**src/logic/vec_pkg.sv**
```systemverilog
package vec_pkg;

  ////////////////////
  // Element types
  ////////////////////

  // One vector element is one 16-bit word
  localparam int unsigned ElemWidth = 16;

  typedef logic [ElemWidth-1:0] elem_t;

  // Lane count used when the top level is not overridden
  localparam int unsigned DefNrLanes = 4;

  ////////////////////
  // Lane opcodes
  ////////////////////

  // Lanes pass vs2 for the reserved codes 6 and 7
  typedef enum logic [2:0] {
    VADD  = 3'd0,
    VSUB  = 3'd1,
    VAND  = 3'd2,
    VOR   = 3'd3,
    VXOR  = 3'd4,
    VMINU = 3'd5
  } vec_op_e;

endpackage : vec_pkg

```
**src/logic/vec_lane.sv**
```systemverilog
`timescale 1ns/1ns

module vec_lane (
  input  logic              clk_i,
  input  logic              rst_n_i,
  input  logic              valid_i,
  input  vec_pkg::vec_op_e  op_i,
  input  vec_pkg::elem_t    vs1_i,
  input  vec_pkg::elem_t    vs2_i,
  output logic              valid_o,
  output vec_pkg::elem_t    res_o
);

  import vec_pkg::*;

  elem_t alu_res;

  ////////////////////
  // Element ALU
  ////////////////////

  // Operand order is vs2 op vs1
  always_comb begin
    case (op_i)
      VADD:    alu_res = vs2_i + vs1_i;
      VSUB:    alu_res = vs2_i - vs1_i;
      VAND:    alu_res = vs2_i & vs1_i;
      VOR:     alu_res = vs2_i | vs1_i;
      VXOR:    alu_res = vs2_i ^ vs1_i;
      VMINU:   alu_res = (vs2_i < vs1_i) ? vs2_i : vs1_i;
      // Reserved codes
      default: alu_res = vs2_i;
    endcase
  end

  ////////////////////
  // Output stage
  ////////////////////

  always_ff @(posedge clk_i) begin
    if (!rst_n_i) begin
      valid_o <= 1'b0;
    end else begin
      valid_o <= valid_i;
    end
  end

  // Result only loads on an accepted instruction
  always_ff @(posedge clk_i) begin
    if (valid_i) begin
      res_o <= alu_res;
    end
  end

endmodule : vec_lane

```
**src/logic/vec_mask_unit.sv**
```systemverilog
`timescale 1ns/1ns

module vec_mask_unit #(
  parameter  int unsigned NrLanes  = vec_pkg::DefNrLanes,
  localparam int unsigned CntWidth = $clog2(NrLanes + 1)
) (
  input  logic                              clk_i,
  input  logic                              rst_n_i,
  input  logic                              valid_i,
  input  vec_pkg::elem_t [NrLanes-1:0]      vs1_i,
  input  vec_pkg::elem_t [NrLanes-1:0]      vs2_i,
  input  vec_pkg::elem_t [NrLanes-1:0]      vd_i,
  input  logic           [NrLanes-1:0]      vm_i,
  input  logic                              masked_i,
  output logic           [NrLanes-1:0]      active_o,
  output logic           [NrLanes-1:0]      cmp_o,
  output vec_pkg::elem_t [NrLanes-1:0]      vd_o,
  output logic           [CntWidth-1:0]     count_o
);

  logic [NrLanes-1:0]  active_d;
  logic [NrLanes-1:0]  cmp_d;
  logic [CntWidth-1:0] count_d;

  ////////////////////
  // Active elements
  ////////////////////

  // Unmasked instructions touch every element
  assign active_d = masked_i ? vm_i : '1;

  ////////////////////
  // Compare and count
  ////////////////////

  // Unsigned vs2 < vs1 per element and a count of the active hits
  always_comb begin
    count_d = '0;
    for (int unsigned l = 0; l < NrLanes; l++) begin
      cmp_d[l] = vs2_i[l] < vs1_i[l];
      if (cmp_d[l] && active_d[l]) begin
        count_d = count_d + CntWidth'(1);
      end
    end
  end

  ////////////////////
  // Output stage
  ////////////////////

  always_ff @(posedge clk_i) begin
    if (!rst_n_i) begin
      active_o <= '0;
      cmp_o    <= '0;
    end else if (valid_i) begin
      active_o <= active_d;
      cmp_o    <= cmp_d;
    end
  end

  always_ff @(posedge clk_i) begin
    if (valid_i) begin
      vd_o    <= vd_i;
      count_o <= count_d;
    end
  end

endmodule : vec_mask_unit

```
**src/logic/vec_merge.sv**
```systemverilog
`timescale 1ns/1ns

module vec_merge #(
  parameter  int unsigned NrLanes  = vec_pkg::DefNrLanes,
  localparam int unsigned CntWidth = $clog2(NrLanes + 1)
) (
  input  logic                              clk_i,
  input  logic                              rst_n_i,
  input  logic                              valid_i,
  input  vec_pkg::elem_t [NrLanes-1:0]      lane_res_i,
  input  logic           [NrLanes-1:0]      active_i,
  input  logic           [NrLanes-1:0]      cmp_i,
  input  vec_pkg::elem_t [NrLanes-1:0]      vd_i,
  input  logic           [CntWidth-1:0]     count_i,
  output logic                              out_valid_o,
  output vec_pkg::elem_t [NrLanes-1:0]      res_data_o,
  output logic           [NrLanes-1:0]      res_mask_o,
  output logic           [CntWidth-1:0]     res_count_o
);

  import vec_pkg::*;

  elem_t [NrLanes-1:0] merged;

  ////////////////////
  // Element select
  ////////////////////

  // Inactive elements keep the old destination value
  always_comb begin
    for (int unsigned l = 0; l < NrLanes; l++) begin
      merged[l] = active_i[l] ? lane_res_i[l] : vd_i[l];
    end
  end

  ////////////////////
  // Output stage
  ////////////////////

  always_ff @(posedge clk_i) begin
    if (!rst_n_i) begin
      out_valid_o <= 1'b0;
    end else begin
      out_valid_o <= valid_i;
    end
  end

  // Count arrives finished from the mask unit
  always_ff @(posedge clk_i) begin
    if (valid_i) begin
      res_data_o  <= merged;
      res_mask_o  <= cmp_i & active_i;
      res_count_o <= count_i;
    end
  end

endmodule : vec_merge

```
**src/logic/vec_top.sv**
```systemverilog
`timescale 1ns/1ns

module vec_top #(
  parameter  int unsigned NrLanes  = vec_pkg::DefNrLanes,
  localparam int unsigned CntWidth = $clog2(NrLanes + 1)
) (
  input  logic                              clk_i,
  input  logic                              rst_n_i,
  // Instruction strobe without back-pressure
  input  logic                              in_valid_i,
  input  vec_pkg::vec_op_e                  op_i,
  input  vec_pkg::elem_t [NrLanes-1:0]      vs1_i,
  input  vec_pkg::elem_t [NrLanes-1:0]      vs2_i,
  input  vec_pkg::elem_t [NrLanes-1:0]      vd_i,
  input  logic           [NrLanes-1:0]      vm_i,
  input  logic                              masked_i,
  // Result valid for one cycle only
  output logic                              out_valid_o,
  output vec_pkg::elem_t [NrLanes-1:0]      res_data_o,
  output logic           [NrLanes-1:0]      res_mask_o,
  output logic           [CntWidth-1:0]     res_count_o
);

  import vec_pkg::*;

  ////////////////////
  // Lanes
  ////////////////////

  // Lane 0's valid stands for all lanes
  logic  [NrLanes-1:0] lane_valid;
  elem_t [NrLanes-1:0] lane_res;

  for (genvar l = 0; l < NrLanes; l++) begin : gen_lanes
    vec_lane u_lane (
      .clk_i   (clk_i        ),
      .rst_n_i (rst_n_i      ),
      .valid_i (in_valid_i   ),
      .op_i    (op_i         ),
      .vs1_i   (vs1_i[l]     ),
      .vs2_i   (vs2_i[l]     ),
      .valid_o (lane_valid[l]),
      .res_o   (lane_res[l]  )
    );
  end : gen_lanes

  ////////////////////
  // Mask unit
  ////////////////////

  logic  [NrLanes-1:0]  mask_active;
  logic  [NrLanes-1:0]  mask_cmp;
  elem_t [NrLanes-1:0]  mask_vd;
  logic  [CntWidth-1:0] mask_count;

  vec_mask_unit #(
    .NrLanes (NrLanes)
  ) u_mask_unit (
    .clk_i    (clk_i      ),
    .rst_n_i  (rst_n_i    ),
    .valid_i  (in_valid_i ),
    .vs1_i    (vs1_i      ),
    .vs2_i    (vs2_i      ),
    .vd_i     (vd_i       ),
    .vm_i     (vm_i       ),
    .masked_i (masked_i   ),
    .active_o (mask_active),
    .cmp_o    (mask_cmp   ),
    .vd_o     (mask_vd    ),
    .count_o  (mask_count )
  );

  ////////////////////
  // Merge stage
  ////////////////////

  vec_merge #(
    .NrLanes (NrLanes)
  ) u_merge (
    .clk_i       (clk_i        ),
    .rst_n_i     (rst_n_i      ),
    .valid_i     (lane_valid[0]),
    .lane_res_i  (lane_res     ),
    .active_i    (mask_active  ),
    .cmp_i       (mask_cmp     ),
    .vd_i        (mask_vd      ),
    .count_i     (mask_count   ),
    .out_valid_o (out_valid_o  ),
    .res_data_o  (res_data_o   ),
    .res_mask_o  (res_mask_o   ),
    .res_count_o (res_count_o  )
  );

endmodule : vec_top

```
**config.mk**
```make
export PLATFORM = sky130hd
export DESIGN_NAME = vec_top
export DESIGN_NICKNAME = d
export VERILOG_FILES = /design/src/logic/vec_pkg.sv /design/src/logic/vec_lane.sv /design/src/logic/vec_mask_unit.sv /design/src/logic/vec_merge.sv /design/src/logic/vec_top.sv
export SDC_FILE = /design/constraint.sdc
export NUM_CORES = 1
export LEC_CHECK = 0
export BUFFER_PORTS_ARGS = -buffer_cell sky130_fd_sc_hd__buf_2
export CAP_MARGIN = 5
export CORE_MARGIN = 2
export CORE_UTILIZATION = 29
export DETAILED_ROUTE_END_ITERATION = 16
export SLEW_MARGIN = 20
export SYNTH_ARGS = -nofsm -noshare
export SYNTH_HDL_FRONTEND = slang
export SYNTH_SLANG_ARGS = --single-unit
```
**constraint.sdc**
```tcl
create_clock -name clk_i -period 4.71 [get_ports clk_i]
set_input_delay 0.471 -clock clk_i [delete_from_list [all_inputs] [get_ports clk_i]]
set_output_delay 0.471 -clock clk_i [all_outputs]
set_load 0.02 [all_outputs]
```
Word level (Yosys, flattened, before mapping)
Index checks and enable logic that the tools add are counted.

operators by class
  add/sub/neg operators = 11
  multiply operators = 0
  div/mod/pow operators = 0
  $lt $le $gt $ge = 4
  eq/ne operators = 5
  shifts and indexed selects = 0
  multiplexer cells = 17
  bitwise operators = 13
  reduce and logical (&&, ||, !) cells = 5

operator list
  kind                                            count
  one-hot mux 16 bit (6 select lines)             4
  two-way mux 16 bit                              8
  adder 16 bit                                    4
  bitwise AND 16 bit                              4
  < comparator 16 bit                             4
  bitwise OR 16 bit                               4
  subtractor 16 bit                               4
  XOR 16 bit                                      4
  two-way mux 3 bit                               3
  adder 3 x 1 -> 3 bit (second input constant)    2
  == test 3 x 2 -> 1 bit (second input constant)  2
  == test 3 bit (second input constant)           2
  bitwise AND 4 bit                               1
  logical AND 1 bit                               4
  two-way mux 4 bit                               1
  == test 3 x 1 -> 1 bit (second input constant)  1
  logical NOT 3 bit                               1
  adder 1 x 1 -> 2 bit (second input constant)    1
  two-way mux 1 bit                               1

storage, ports and cells
  register bits after elaboration = 212
  bits in latches = 0
  bits in writable memories = 0
  ROM bits = 0
  bits of input ports = 203
  logic and storage cells = 74
  memories kept = 0

Logic depth before layout (Yosys ltp)
Gate-level depths: netlist of the first run.

  depth in word-level cells = 9
  mapped depth = 18
  mapped depth without buffers = 17

Cells and area by module
A second synthesis of the first run with hierarchy kept.

second synthesis, totals
  cell total of the unflattened synthesis = 2,331
  area, all modules = 21,002.6 sq um

modules (own cells, without submodules)
  module                           instances  cells an instance  area an instance (sq um)  seq. area each (sq um)
  vec_mask_unit                    1          323                4,007.6                   2,172.1
  vec_lane at gen_lanes[0].u_lane  1          482                3,589.7                   500.5
  vec_lane at gen_lanes[2].u_lane  1          471                3,480.8                   500.5
  vec_lane at gen_lanes[3].u_lane  1          460                3,439.5                   500.5
  vec_lane at gen_lanes[1].u_lane  1          446                3,315.7                   500.5
  vec_merge                        1          149                3,169.3                   2,152.1

Worst setup path after synthesis of the first run
No wires, ideal clock.

  kind = input-to-reg
  start = input vs1_i[18] in the netlist's numbering
  end = register u_mask_unit.count_o[1], data pin
  library setup time = 260 ps
  data arrival time = 3,517 ps
  path slack = 933 ps
  cell stages on the path = 15
  cells stage by stage = inv_1 ha_1 buf_2 o21ba_2 o2111ai_1 a31oi_1 o21ai_1 a221oi_2 o31a_1 clkbuf_1 o21ai_0 ha_1 xnor2_1 ha_1 mux2_2

on the way
  word-level cells in the longest chain between the ends = 7

RTL lines
  what                        RTL line             source
  start: declaration          vec_top.sv:12        input vec_pkg::elem_t [NrLanes-1:0] vs1_i,
  < comparator 16 bit *       vec_mask_unit.sv:40  cmp_d[l] = vs2_i[l] < vs1_i[l];
  logical AND 1 bit *         vec_mask_unit.sv:41  if (cmp_d[l] && active_d[l]) begin
  two-way mux 3 bit *         vec_mask_unit.sv:41
  adder 3 x 1 -> 3 bit        vec_mask_unit.sv:42  count_d = count_d + CntWidth'(1);
  two-way mux 3 bit *         vec_mask_unit.sv:41
  adder 3 x 1 -> 3 bit        vec_mask_unit.sv:42
  two-way mux 3 bit *         vec_mask_unit.sv:41
  via u_mask_unit.count_d[1]  vec_mask_unit.sv:23  logic [CntWidth-1:0] count_d;
  end signal: assignment      vec_mask_unit.sv:64  count_o <= count_d;
  end: declaration            vec_mask_unit.sv:18  output logic [CntWidth-1:0] count_o

Mark *: on every way through the listed nets, which the timed path passes. The rest lies on a longest branch.
A chain may end at the register's enable or synchronous reset.

Worst setup path in the final report of the first run
  start = input vs2_i[2] in the netlist's numbering
  end = register u_mask_unit.count_o[1], data pin

on the way
  word-level cells in the longest chain between the ends = 9

RTL lines
  what                        RTL line             source
  start: declaration          vec_top.sv:13        input vec_pkg::elem_t [NrLanes-1:0] vs2_i,
  < comparator 16 bit *       vec_mask_unit.sv:40
  logical AND 1 bit *         vec_mask_unit.sv:41
  two-way mux 1 bit *         vec_mask_unit.sv:41
  adder 1 x 1 -> 2 bit        vec_mask_unit.sv:42
  two-way mux 3 bit *         vec_mask_unit.sv:41
  adder 3 x 1 -> 3 bit        vec_mask_unit.sv:42
  two-way mux 3 bit *         vec_mask_unit.sv:41
  adder 3 x 1 -> 3 bit        vec_mask_unit.sv:42
  two-way mux 3 bit *         vec_mask_unit.sv:41
  via u_mask_unit.count_d[1]  vec_mask_unit.sv:23

Marked as above.

==> metrics.txt, run 1 <==
status=complete, no violations; Max IR drop VDD=roughly 0.00026 V; CORE AREA=approximately 0.063 mm2; area delta synth->final=16.8%; CP required=5020 ps; start point of the critical path=vs2_i[2]; postcts setup bufs=0; Setup violations, final=0; cells resized by post-CTS repair=0; yosys warns=0; fmax=0.276 GHz; area leader, netlist=edfxtp_1; NetSw=2.04 mW; Final Cycle Share=about three quarters; Detail Route Antenna Nets=0; Yosys reg bits=212; Unique masters post-synth=104; initial antenna violation count=13; Pleak=roughly 9.1 nW; Top FF cell, synth=edfxtp_1; Post-Place Worst Slack=between 500 and 600 ps; worst skew pair latency=560 ps; Post-synth top cells=ha_1 (219), edfxtp_1 (202), inv_1 (184); Rel. slew slack=between 20% and 30%; drt pass-1 iters=5; post-route setup TNS=0 ps; cts hold-fix bufs=0; Max Cap Viol=0; critical path class=in -> reg; pin count of the biggest net entering global routing=89; Max Transition Viols Final=0; Via density=around 5.4; FP Rows=92; Avg WL per Cell=21.7 um; Crit path arrival time=3940 ps; syn_area_per_cell=a little over 9 um2; Port Buffers=roughly 270; Starting Density=29.3%; Post-Syn Area=0.0185 mm2; clk sinks=between 200 and 250; Int Pwr=4.26 mW; die height=between 200 and 300 um; skew final=approximately 13 ps; WL final=roughly 67000 um; grt total ovfl=0; Worst-Margin Slew=between 1000 and 1500 ps; Crit Path Max Fanout=9; final hold vios=0; RSZ-0062 raised after global routing=false; first-pass GRT wire length=~100000 um; Synth top area share=about 33%; share of layout cells above drive strength 1=between 20% and 30%; Metal-1 WL=around 29000 um; synth top area cells=edfxtp_1 (33%), ha_1 (15%), a21oi_1 (4.9%), o21ai_0 (4.1%), mux2_2 (4.0%); synthesized instance count=around 2000; Multi-input gate area=approximately 0.011 mm2; die area=0.0657 mm2; count leader, synth=ha_1; Total GRT Usage=19.5%; IO Pins=275; clk slew on worst S/H paths=around 70 ps; TritonCTS buffer count=26; DR DRC count=0; number of flops mapped to enable cells by yosys=between 200 and 250; Hold Startpoint=vd_i[17]; Final Wtd Congestion=slightly above 0.9; WL met2=about 32000 um; Logic pwr share=between 20% and 30%; Die Wd=256 um; 1st-iter DRT viols=between 1000 and 1500; post-DP HPWL=between 40000 and 50000 um; syn nets=roughly 2400; placed inst area=~0.021 mm2; CTS tree=yes; launch point of the worst reg-to-reg path=gen_lanes[0].u_lane.valid_o; Seq. cell area=around 0.0063 mm2; min-delay worst type=in -> reg; top routing layer used=met5; vias in the first global route=~16000; pwr/cell area=292 mW/mm2; CTS H-tree depth=1; Via Count=about 17000; startpoint types=input pin; Met3 Routed Length=between 4000 and 5000 um; Final nets=2639; ys async rst share=0%; # fillers=6442; Reg power frac=about 38%; setup slack after layout=around 1100 ps; net switching share of the total power=roughly 32%; power consumption=6.30 mW; sequential element share of the synthesized area=33.9%; clock share of power=approximately a third; CTS Buffer Depth=3; crit end category=flip-flop; Tmin final=3630 ps; Final Cell Area=about 0.022 mm2; CTS root buf=clkbuf_16
-- power by group through the flow --
stage	logic (mW)	registers, mW	clock network (mW)
after floorplan	1.17	2.42	0
after global placement	1.77	2.41	0
after detailed placement	1.80	2.41	0
after CTS	1.81	2.37	2.20
after global routing	1.99	2.39	2.25
final	1.82	2.37	2.12
-- registers in the layout, indices dropped and copies added (netlist names) --
register and flops:
gen_lanes.u_lane.valid_o 1, u_mask_unit.cmp_o 4, u_merge.out_valid_o 1, u_mask_unit.vd_o 64, gen_lanes.u_lane.res_o 64, u_mask_unit.count_o 3
u_merge.res_data_o 64, u_merge.res_count_o 3, u_mask_unit.active_o 4, u_merge.res_mask_o 4
-- worst max-delay path: stages --
cell	delay, ps
buf_2	130
inv_1	70
ha_1	510
o21bai_4	110
a2111oi_4	330
o31ai_2	150
a311o_1	400
a41oi_2	340
a21oi_2	110
nor2_1	160
inv_1	60
ha_1	300
xnor2_1	250
ha_1	270
mux2_2	270
-- placed cells by master, fill, tap and decap left out, drive strengths merged, types with 17 or more instances in the layout --
cell type,synthesis,final
o211ai,20,20
o31ai,17,17
o21bai,22,22
a2bb2oi,26,26
a21o,20,20
xnor2,32,32
a221o,17,17
o221ai,19,19
edfxtp,202,202
a21oi,185,185
mux2i,18,18
nor2,164,164
buf,48,311
o22ai,17,17
ha,219,219
o2bb2ai,17,17
nand3,18,18
clkbuf,83,29
mux2,65,65
a211oi,19,19
a22oi,30,30
inv,185,190
o21ai,163,163
nor3,46,46
nand2,97,97
-- per-layer routing --
metal,vias up,GRT usage (%)
met2,590,33.3
met3,116,3.63
met1,8018,25.2
met5,-,0
li1,7776,-
met4,22,5.51
-- path summary, 6_finish.rpt --
kind | endpoint | slack (ps) | cells after the start
max | u_mask_unit.count_o[1] | 1080 | 15
min | u_mask_unit.vd_o[17] | 70 | 1
max reg2reg | u_merge.res_data_o[31] | 2960 | 1
min reg2reg | u_merge.res_count_o[2] | 430 | 0
-- stage by stage --
stage / cells / util [%] / hold WS [ps]
3_5_place_dp: 3027 / 32.8 / 407
2_1_floorplan: 2001 / - / 400
6_report: 3077 / 34.3 / 74.5
3_3_place_gp: 3027 / 32.8 / 410
4_1_cts: 3073 / 34.2 / 30.2
5_1_grt: 3073 / 34.2 / 45.9
-- cell families after synthesis --
group	synth area share (%)
adders and majority gates	15.7
DFF	33.9
buffers and inverters	6.84
xor gates and xnor gates	2.13
and+or+nand+nor	10.2
muxes	4.94
AOI/OAI and AO/OA	26.2
-- cell type report --
class,instances,area share [%]
sequential,212,29.1
antenna,4,0.0464
multi-input combinational,1472,50.8
clock inverter,17,0.934
clock buffer,29,3.17
timing repair buffer,311,7.86
inverter,186,3.24
tap,846,4.91
(Power assumes the default switching activity.)
==> inputs of run 2 (changes only) <==
- clock period: 4.71 -> 3.7 ns (I/O delays scaled with it)
==> run 2 against run 1 <==
  * Count of clock-buffer cells in the layout is 6 higher
  * Clock skew is 5.5 ps higher
  * Largest cell class unchanged
  * First-iteration DRC count is 8.3% higher
  * Largest power group unchanged
==> metrics.txt, run 2 (synthesis gave the netlist of run 1 again) <==
Total GRT Usage=20.2%; CTS root buf=clkbuf_16; Max Cap Viol=0; status=complete, no violations; CORE AREA=~0.063 mm2; grt total ovfl=0; die height=256 um; CTS tree=yes; skew final=approximately 18 ps; Crit path arrival time=about 3700 ps; clk sinks=approximately 210; Rel. slew slack=30.9%; Avg WL per Cell=around 21 um; fmax=roughly 0.3 GHz; Final Wtd Congestion=0.913; Worst-Margin Slew=around 1000 ps; Final Cell Area=0.0230 mm2; FP Rows=92; vias in the first global route=17300; 1st-iter DRT viols=between 1000 and 1500; critical path class=in -> reg; area delta synth->final=24.7%; CTS H-tree depth=1; first-pass GRT wire length=104000 um; cells resized by post-CTS repair=0; pin count of the biggest net entering global routing=just under 90; pwr/cell area=around 360 mW/mm2; CP required=between 4000 and 5000 ps; Final Cycle Share=about nine tenths; Max Transition Viols Final=0; Crit Path Max Fanout=2; worst skew pair latency=approximately 590 ps; initial antenna violation count=17; Setup violations, final=0; Max IR drop VDD=0.000369 V; clk slew on worst S/H paths=around 60 ps; power consumption=between 8 and 9 mW; min-delay worst type=in -> reg; Pleak=just under 10 nW; TritonCTS buffer count=28; DR DRC count=0; share of layout cells above drive strength 1=approximately a quarter; commonest cells after routing, fill and taps aside=buf_2 (272), ha_1 (219), edfxtp_1 (202); die area=0.0657 mm2; IO Pins=approximately 280; # fillers=between 6000 and 7000; Via Count=roughly 17000; Tmin final=3390 ps; Via density=~5.3; drt pass-1 iters=5; startpoint types=input pin; CTS Buffer Depth=3; RSZ-0062 raised after global routing=false; Final nets=approximately 2800; Die Wd=around 260 um; Port Buffers=around 270; hold slack final=about 100 ps; Starting Density=between 20% and 30%; WL final=about 70000 um; final hold vios=0; most common cell after layout, fill and taps aside=buf_2; Detail Route Antenna Nets=0; top flop regs=gen_lanes.u_lane.res_o (64), u_mask_unit.vd_o (64), u_merge.res_data_o (64); Core Util, Final=roughly 37%; crit end category=flip-flop; placed inst area=~0.021 mm2; post-DP HPWL=between 40000 and 50000 um
run 2: layout make-up:
| type | count | area [um2] | share of cell area [%] |
|---|---|---|---|
| repair buffers | 478 | 3130 | 13.6 |
| diodes | 5 | 12.5 | 0.0543 |
| multi-input cells | 1472 | 11000 | 47.6 |
| clock inverters | 17 | 171 | 0.744 |
| flip-flops and latches | 212 | 6270 | 27.2 |
| well taps | 846 | 1060 | 4.59 |
| clock buffers | 35 | 737 | 3.20 |
| inverters | 186 | 698 | 3.03 |
run 2: metrics by stage:
| stage | setup TNS [ps] | cells | setup slack, ps |
|---|---|---|---|
| 4_1_cts | 0 | 3246 | 359 |
| 6_report | 0 | 3251 | 310 |
| 2_1_floorplan | 0 | 2001 | 24.1 |
| 3_5_place_dp | -414 | 3130 | -282 |
| 3_3_place_gp | -262 | 3130 | -208 |
| 5_1_grt | 0 | 3249 | 131 |
run 2: power by group:
group          leakage, nW  switching, mW  internal (mW)  total (mW)
Combinational         7.43           1.44           1.05        2.49
Sequential            2.03          0.103           2.92        3.02
Clock                0.444           1.17           1.57        2.74
Total                 9.90           2.71           5.54        8.25
run 2: critical path, cell delays in order:
cell,delay [ps]
buf_2,90
inv_1,50
ha_1,200
fa_1,420
o21ba_2,250
o2111ai_1,350
a31oi_1,160
o21ai_1,170
a221oi_2,90
o31a_1,320
o21ai_0,140
ha_1,300
xnor2_1,270
ha_1,290
mux2_2,260
run 2: worst paths after layout:
check / startpoint / cells past startpoint / endpoint / slack [ps]
max: vs2_i[16] / 15 / u_mask_unit.count_o[1] / 310
min: masked_i / 3 / u_mask_unit.active_o[2] / 100
max reg2reg: gen_lanes[0].u_lane.valid_o / 1 / u_merge.res_data_o[34] / 1930
min reg2reg: u_mask_unit.count_o[1] / 0 / u_merge.res_count_o[1] / 430
run 2: timing repair:
action	in CTS	in global routing
hold buffers	64	0
hold endpoints to repair	64	0
setup buffers	0	0
run 2: per-layer routing:
metal / GRT usage, % / share of wire [%] / vias up
met4: 6.01 / 2.9 / 14
met1: 26.0 / 43 / 8272
met5: 0 / 0.13 / -
met2: 34.9 / 48 / 592
li1: - / - / 8133
met3: 3.14 / 5.9 / 128
